`config.mk`:
```
export PLATFORM = sky130hd
export DESIGN_NAME = hsq_top
export DESIGN_NICKNAME = d
export VERILOG_FILES = /design/src/verilog/hsq_pkg.sv /design/src/verilog/fifo_rd_if.sv /design/src/verilog/hsq_ack_timer.sv /design/src/verilog/hsq_egress_fsm.sv /design/src/verilog/hsq_fifo.sv /design/src/verilog/hsq_top.sv
export VERILOG_INCLUDE_DIRS = /design/src /design/src/verilog
export SDC_FILE = /design/constraint.sdc
export NUM_CORES = 1
export LEC_CHECK = 0
export ABC_AREA = 1
export ABC_CLOCK_PERIOD_IN_PS = 2100
export BUFFER_PORTS_ARGS = -buffer_cell sky130_fd_sc_hd__buf_4
export CAP_MARGIN = 30
export CORE_UTILIZATION = 36
export CTS_BUF_LIST = sky130_fd_sc_hd__clkbuf_8
export DETAILED_ROUTE_END_ITERATION = 6
export MAX_ROUTING_LAYER = met4
export PLACE_DENSITY = 0.52
export SLEW_MARGIN = 20
export SYNTH_ARGS = -nofsm -noshare
export SYNTH_HDL_FRONTEND = slang
export SYNTH_SLANG_ARGS = --single-unit
export TNS_END_PERCENT = 5
```
`constraint.sdc`:
```
create_clock -name clk_i -period 2.1 [get_ports clk_i]
set_input_delay 0.63 -clock clk_i [delete_from_list [all_inputs] [get_ports clk_i]]
set_output_delay 0.63 -clock clk_i [all_outputs]
set_load 0.03 [all_outputs]
```
`src/verilog/hsq_defs.svh`:
```
`ifndef HSQ_DEFS_SVH
`define HSQ_DEFS_SVH

// width of one command word in bits
`define HSQ_DATA_WIDTH 16

// number of queue entries
// any value of two or more works, not only powers of two
`define HSQ_DEPTH 8

// cycles the egress side waits for ack high
// once this many cycles have passed the word is dropped
`define HSQ_ACK_TIMEOUT 16

`endif

```
`src/verilog/hsq_pkg.sv`:
```
`include "hsq_defs.svh"

package hsq_pkg;

    // one command word as pushed by the producer
    typedef logic [`HSQ_DATA_WIDTH-1:0] data_t;

    // read or write slot index inside the circular buffer
    typedef logic [$clog2(`HSQ_DEPTH)-1:0] ptr_t;

    // fill count, one bit wider so a full queue fits
    typedef logic [$clog2(`HSQ_DEPTH):0] cnt_t;

    // ack wait counter, must be able to hold the timeout value itself
    typedef logic [$clog2(`HSQ_ACK_TIMEOUT+1)-1:0] tmo_t;

    // egress handshake phases
    typedef enum logic [1:0] {
        IDLE,
        REQ_HI,
        REQ_LO
    } egress_state_e;

endpackage

```
`src/verilog/fifo_rd_if.sv`:
```
`timescale 1ns/10ps

interface fifo_rd_if;
    import hsq_pkg::*;

    // head removal request from the consumer of the queue
    logic  pop;
    // no word stored
    logic  empty;
    // current head word, valid while empty is low
    data_t rdata;
    // number of stored words
    cnt_t  usage;

    // queue side
    modport fifo (
        input  pop,
        output empty,
        output rdata,
        output usage
    );

    // egress state machine side, usage is not needed there
    modport egress (
        input  empty,
        input  rdata,
        output pop
    );

endinterface

```
`src/verilog/hsq_ack_timer.sv`:
```
`timescale 1ns/10ps
`include "hsq_defs.svh"

module hsq_ack_timer (
    input  logic clk_i,
    input  logic rst_ni,
    input  logic run_i,
    output logic expired_o
);
    import hsq_pkg::*;

    // cycles spent so far in the current wait
    tmo_t cnt_q;
    logic at_limit;

    assign at_limit = (cnt_q == tmo_t'(`HSQ_ACK_TIMEOUT));

    // the count lags run by one edge, so it is masked with run
    assign expired_o = run_i && at_limit;

    always_ff @(posedge clk_i or negedge rst_ni) begin
        if (!rst_ni) begin
            cnt_q <= '0;
        end else if (!run_i) begin
            // a new wait always starts from zero
            cnt_q <= '0;
        end else if (!at_limit) begin
            cnt_q <= cnt_q + tmo_t'(1);
        end
        // otherwise hold at the limit until run drops
    end

    // expiry needs a whole timeout window with run held high,
    // so it can never show while the egress side is not waiting
    a_expired_in_window : assert property (
        @(posedge clk_i) disable iff (!rst_ni)
        expired_o |-> run_i && $past(run_i, `HSQ_ACK_TIMEOUT)
    ) else $error("hsq_ack_timer: expiry outside a full wait window");

endmodule

```
`src/verilog/hsq_egress_fsm.sv`:
```
`timescale 1ns/10ps

module hsq_egress_fsm (
    input  logic           clk_i,
    input  logic           rst_ni,
    input  logic           flush_i,
    fifo_rd_if.egress      rd,
    input  logic           expired_i,
    output logic           run_o,
    output logic           req_o,
    input  logic           ack_i,
    output hsq_pkg::data_t data_o,
    output logic           timeout_o
);
    import hsq_pkg::*;

    egress_state_e state_q;
    egress_state_e state_d;

    // word under delivery, held from the pop until the next pop
    data_t hold_q;

    // sticky drop flag
    logic timeout_q;

    // start of a handshake in this cycle
    logic take;
    // word dropped in this cycle
    logic give_up;

    // start only with a word waiting and the consumer back at ack low
    // a flush in the same cycle empties the queue, so no word is taken
    assign take = (state_q == IDLE) && !rd.empty && !ack_i && !flush_i;

    // pop and load happen on the same edge
    assign rd.pop = take;

    // an ack on the last allowed cycle still counts as delivered
    assign give_up = (state_q == REQ_HI) && !ack_i && expired_i;

    // req high for the whole wait, the timer runs alongside it
    assign req_o     = (state_q == REQ_HI);
    assign run_o     = (state_q == REQ_HI);
    assign data_o    = hold_q;
    assign timeout_o = timeout_q;

    always_comb begin
        state_d = state_q;
        case (state_q)
            IDLE: begin
                if (take) begin
                    state_d = REQ_HI;
                end
            end
            REQ_HI: begin
                // ack or timeout both drop req on the next edge
                if (ack_i || expired_i) begin
                    state_d = REQ_LO;
                end
            end
            REQ_LO: begin
                // a late ack for a dropped word is absorbed here
                if (!ack_i) begin
                    state_d = IDLE;
                end
            end
            default: begin
                state_d = IDLE;
            end
        endcase
    end

    always_ff @(posedge clk_i or negedge rst_ni) begin
        if (!rst_ni) begin
            state_q <= IDLE;
            hold_q  <= '0;
        end else begin
            state_q <= state_d;
            if (take) begin
                hold_q <= rd.rdata;
            end
        end
    end

    // flag stays until flush
    // a drop in the flush cycle is a new event and sets it again
    always_ff @(posedge clk_i or negedge rst_ni) begin
        if (!rst_ni) begin
            timeout_q <= 1'b0;
        end else if (give_up) begin
            timeout_q <= 1'b1;
        end else if (flush_i) begin
            timeout_q <= 1'b0;
        end
    end

    // consumer sees one word for the whole req high phase
    a_data_stable : assert property (
        @(posedge clk_i) disable iff (!rst_ni)
        req_o |=> (!req_o || $stable(data_o))
    ) else $error("hsq_egress_fsm: data_o changed while req_o high");

    // four-phase rule, the consumer must have ack low before a new req
    a_req_rise_ack_low : assert property (
        @(posedge clk_i) disable iff (!rst_ni)
        $rose(req_o) |-> !ack_i
    ) else $error("hsq_egress_fsm: req_o rose while ack_i high");

endmodule

```
`src/verilog/hsq_fifo.sv`:
```
`timescale 1ns/10ps
`include "hsq_defs.svh"

module hsq_fifo (
    input  logic           clk_i,
    input  logic           rst_ni,
    input  logic           flush_i,
    input  logic           push_i,
    input  hsq_pkg::data_t data_i,
    output logic           full_o,
    fifo_rd_if.fifo        rd
);
    import hsq_pkg::*;

    // word storage
    data_t mem_q [`HSQ_DEPTH];

    // circular buffer pointers
    ptr_t wr_ptr_q;
    ptr_t wr_ptr_d;
    ptr_t rd_ptr_q;
    ptr_t rd_ptr_d;

    // fill count, drives full, empty and usage
    cnt_t cnt_q;
    cnt_t cnt_d;

    // accepted transfers in this cycle
    logic push_ok;
    logic pop_ok;

    // step a pointer by one and wrap at the last slot
    // for a power of two depth the compare is just the all ones value
    function automatic ptr_t ptr_inc(input ptr_t p);
        ptr_t n;
        if (p == ptr_t'(`HSQ_DEPTH - 1)) begin
            n = '0;
        end else begin
            n = p + ptr_t'(1);
        end
        return n;
    endfunction

    // status flags straight from the registered count
    assign full_o   = (cnt_q == cnt_t'(`HSQ_DEPTH));
    assign rd.empty = (cnt_q == '0);
    assign rd.usage = cnt_q;

    // no fall-through, head comes from storage only
    assign rd.rdata = mem_q[rd_ptr_q];

    // a push on full or a pop on empty is ignored here
    // and flagged by the checks below
    assign push_ok = push_i && !full_o;
    assign pop_ok  = rd.pop && !rd.empty;

    always_comb begin
        wr_ptr_d = wr_ptr_q;
        rd_ptr_d = rd_ptr_q;
        cnt_d    = cnt_q;

        if (push_ok) begin
            wr_ptr_d = ptr_inc(wr_ptr_q);
        end

        if (pop_ok) begin
            rd_ptr_d = ptr_inc(rd_ptr_q);
        end

        // push and pop together leave the count alone
        case ({push_ok, pop_ok})
            2'b10: begin
                cnt_d = cnt_q + cnt_t'(1);
            end
            2'b01: begin
                cnt_d = cnt_q - cnt_t'(1);
            end
            default: begin
                cnt_d = cnt_q;
            end
        endcase
    end

    // pointers and count, flush drops everything stored
    always_ff @(posedge clk_i or negedge rst_ni) begin
        if (!rst_ni) begin
            wr_ptr_q <= '0;
            rd_ptr_q <= '0;
            cnt_q    <= '0;
        end else if (flush_i) begin
            // flush wins over a push or pop in the same cycle
            wr_ptr_q <= '0;
            rd_ptr_q <= '0;
            cnt_q    <= '0;
        end else begin
            wr_ptr_q <= wr_ptr_d;
            rd_ptr_q <= rd_ptr_d;
            cnt_q    <= cnt_d;
        end
    end

    // storage write at the current tail
    always_ff @(posedge clk_i) begin
        if (push_ok) begin
            mem_q[wr_ptr_q] <= data_i;
        end
    end

    // producer has to hold off while full is high
    a_no_push_on_full : assert property (
        @(posedge clk_i) disable iff (!rst_ni)
        full_o |-> !push_i
    ) else $error("hsq_fifo: push while the queue is full");

    // egress side may only pop a stored word
    a_no_pop_on_empty : assert property (
        @(posedge clk_i) disable iff (!rst_ni)
        rd.empty |-> !rd.pop
    ) else $error("hsq_fifo: pop while the queue is empty");

endmodule

```
`src/verilog/hsq_top.sv`:
```
`timescale 1ns/10ps

module hsq_top (
    input  logic           clk_i,
    input  logic           rst_ni,
    input  logic           flush_i,
    input  logic           push_i,
    input  hsq_pkg::data_t data_i,
    output logic           full_o,
    output hsq_pkg::cnt_t  usage_o,
    output logic           req_o,
    input  logic           ack_i,
    output hsq_pkg::data_t data_o,
    output logic           timeout_o
);

    // queue read side toward the egress state machine
    fifo_rd_if rd_if ();

    // ack wait timer handshake
    logic run;
    logic expired;

    // fill level leaves the design straight from the interface
    assign usage_o = rd_if.usage;

    // producer side queue
    hsq_fifo fifo_i (
        .clk_i   (clk_i),
        .rst_ni  (rst_ni),
        .flush_i (flush_i),
        .push_i  (push_i),
        .data_i  (data_i),
        .full_o  (full_o),
        .rd      (rd_if)
    );

    // four-phase sender toward the consumer
    hsq_egress_fsm egress_i (
        .clk_i     (clk_i),
        .rst_ni    (rst_ni),
        .flush_i   (flush_i),
        .rd        (rd_if),
        .expired_i (expired),
        .run_o     (run),
        .req_o     (req_o),
        .ack_i     (ack_i),
        .data_o    (data_o),
        .timeout_o (timeout_o)
    );

    // watches each wait for ack high
    hsq_ack_timer timer_i (
        .clk_i     (clk_i),
        .rst_ni    (rst_ni),
        .run_i     (run),
        .expired_o (expired)
    );

endmodule

```
==> flow_summary.json <==
{
  "status": "complete, no violations",
  "grt_pass1_vias": 4182,
  "fin_crit_sh": 0.940,
  "ir_worst_vdd_mv": 0.579,
  "vias_per_cell": 4.99,
  "vias": 4226,
  "drtIter0Drc": 239,
  "synth.ff_latch_count": 162,
  "period_minus_slack_ps": 1970,
  "register_area_um2": 4700,
  "grt_pass1_wl_um": 22800,
  "core_area_um2": 17500,
  "worst_pin_slew_ps": 538,
  "cts_sinks": 162,
  "rows": 48,
  "required_ps": 1470,
  "pin_count": 44,
  "leakagePower_nw": 2.88,
  "path_clk_slew_ps": 90,
  "ys_types": 25,
  "fin_tns_setup_ps": 0,
  "htreeDepth": 4,
  "wl_per_cell_um": 17.3,
  "cts_hold_buffers": 0,
  "p_per_area_nw_per_um2": 1050,
  "critPathArrivalTime_ps": 1340,
  "routed_wirelength_um": 14600,
  "port_buffers": 43,
  "start_util": 0.373,
  "min_path_type": "in2async",
  "synthToLayoutAreaGrowth_pct": 16.5,
  "synth_area_um2": 6520,
  "worstSkewPairLatency_ps": 450,
  "start_kind": "flip-flop",
  "die_x_um": 137,
  "n_antenna_cell": 0,
  "numCtsBuffers": 17,
  "place_hpwl_um": 8950,
  "cap_violations": 0,
  "die_height_um": 137,
  "overflow": 0,
  "gp_congestion": 0.855,
  "drtPass1Iterations": 4,
  "layout-drive-gt1-share": 0.188,
  "antenna_found_initial": 0,
  "multi_input_area_um2": 1580,
  "drv_slew": 0,
  "power_w": 0.00794,
  "fin_skew_ps": 7.64,
  "fmaxAchievable_ghz": 0.506,
  "cts_tree": "built",
  "grt_usage": 0.176,
  "clockBufferDepth": 2,
  "dp_cells": 815,
  "setup_viol": 0,
  "fin_cells": 847,
  "ys_warn_count": 0,
  "postRouteAntennaNets": 0,
  "layout.nets": 638,
  "seq_area_frac_synth": 0.720,
  "grt_start_max_net_pins": 45,
  "drcViolationCount": 0,
  "syn_nets": 572,
  "die-area_um2": 18600,
  "syn_area_per_cell_um2": 12.0,
  "synthCells": 543,
  "slew_headroom": 0.641,
  "placed_area_um2": 7220,
  "cp-end-kind": "primary output",
  "rsz0062_at_grt": "no",
  "final_area_um2": 7590,
  "fill_cells": 1625,
  "finalHoldViolations": 0,
  "critPathMaxFanout": 7,
  "path_class": "reg2out",
  "cts_root_buf": "clkbuf_8"
}
[worst paths after layout]
check | start | to | slack, ps | cells after the start
max | fifo_i.rd.usage[0] | full_o | 130 | 4
min reg2reg | egress_i.timeout_o | egress_i.timeout_o | 500 | 2
min | rst_ni | egress_i.data_o[5] | 140 | 1
max in group asynchronous | rst_ni | fifo_i.rd_ptr_q[0] | 1600 | 1
min in group clk_i | data_i[5] | fifo_i.mem_q[5][5] | 400 | 1
max reg2reg | fifo_i.rd.usage[3] | fifo_i.rd.usage[3] | 230 | 14
[through the flow]
step / setup WS [ps] / hold WS, ps / utilization
after floorplan: -16.6 / 334 / -
after global placement: 12.2 / 474 / 0.413
after detailed placement: -7.89 / 488 / 0.413
after CTS: 26.8 / 131 / 0.434
after global routing: 8.25 / 147 / 0.434
final: 125 / 140 / 0.434
[state kept, by name, summed over array words and instances (netlist names)]
signal and cells:
fifo_i.rd_ptr_q 3, egress_i.timeout_o 1, fifo_i.rd.usage 4, egress_i.state_q 2
fifo_i.wr_ptr_q 3, fifo_i.mem_q 128, egress_i.data_o 16, timer_i.cnt_q 5
[metal layers]
metal,part of all wire,routed length [µm],vias to the layer above,global-route usage
met4,0.012,181,0,0.0580
met1,0.46,6690,2063,0.214
li1,-,-,2058,-
met2,0.48,7010,93,0.287
met5,0,0,-,-
met3,0.050,726,12,0.0430
[placed cells by master, fill, tap and decap left out, types with 2 or more instances in the layout]
cell type	Yosys	final
inv_6	0	2
nand4_1	3	3
o22ai_1	32	32
clkbuf_8	0	18
nor2_2	4	5
a21oi_1	3	3
o21ai_0	94	94
nand2_1	51	51
clkinvlp_4	0	3
nand2_2	2	2
edfxtp_1	128	128
clkinv_2	0	4
dfrtp_1	34	33
ha_1	8	8
nand3_1	11	11
buf_4	3	71
nor2_1	97	96
inv_1	25	27
o21ai_1	15	15
inv_2	5	5
[synthesized netlist by cell type, drive strengths merged]
cell | n | area, µm²
a21oi | 3 | 15.0
buf | 12 | 80.1
clkbuf | 13 | 48.8
clkinv | 1 | 3.75
dfrtp | 34 | 851
edfxtp | 128 | 3840
ha | 8 | 100
inv | 30 | 113
nand2 | 53 | 204
nand3 | 11 | 55.1
nand4 | 3 | 18.8
nor2 | 102 | 400
o21a | 1 | 7.51
o21ai | 109 | 546
o22ai | 33 | 213
xnor2 | 1 | 8.76
xor2 | 1 | 8.76
[logic make-up (layout without fill, tap and decap cells)]
group | count (synthesis) | after routing | synth area share
adders and majority gates | 8 | 8 | 0.0154
xor gates and xnor gates | 2 | 2 | 0.00269
and+or+nand+nor | 169 | 169 | 0.104
AOI/OAI and AO/OA | 146 | 146 | 0.120
DFF | 162 | 162 | 0.720
buffers and inverters | 56 | 135 | 0.0376
[where the power goes]
group,switching [W],leakage [nW],internal [W],total [W]
Sequential,0.000157,1.61,0.00371,0.00387
Clock,0.00115,0.190,0.000966,0.00212
Combinational,0.00129,1.08,0.000666,0.00195
[final cells by class]
type | instances | share of cell area
clock inverter | 14 | 0.0155
clock buffer | 18 | 0.0326
multi-input combinational | 325 | 0.208
tap | 225 | 0.0371
inverter | 31 | 0.0153
sequential | 162 | 0.619
timing repair buffer | 72 | 0.0729
[worst max-delay path, cell delays in order, from the launching register on]
cell,delay (ps)
dfrtp_1,470
nor2_1,140
nand2_1,80
inv_1,60
buf_4,150
[what timing repair did]
| item | in CTS | in global routing |
|---|---|---|
| gates resized for setup | 0 | 1 |
| endpoints found under the setup margin | 0 | 1 |
| buffers inserted | 0 | 0 |
Note: power is estimated with default switching activity, not from simulation.
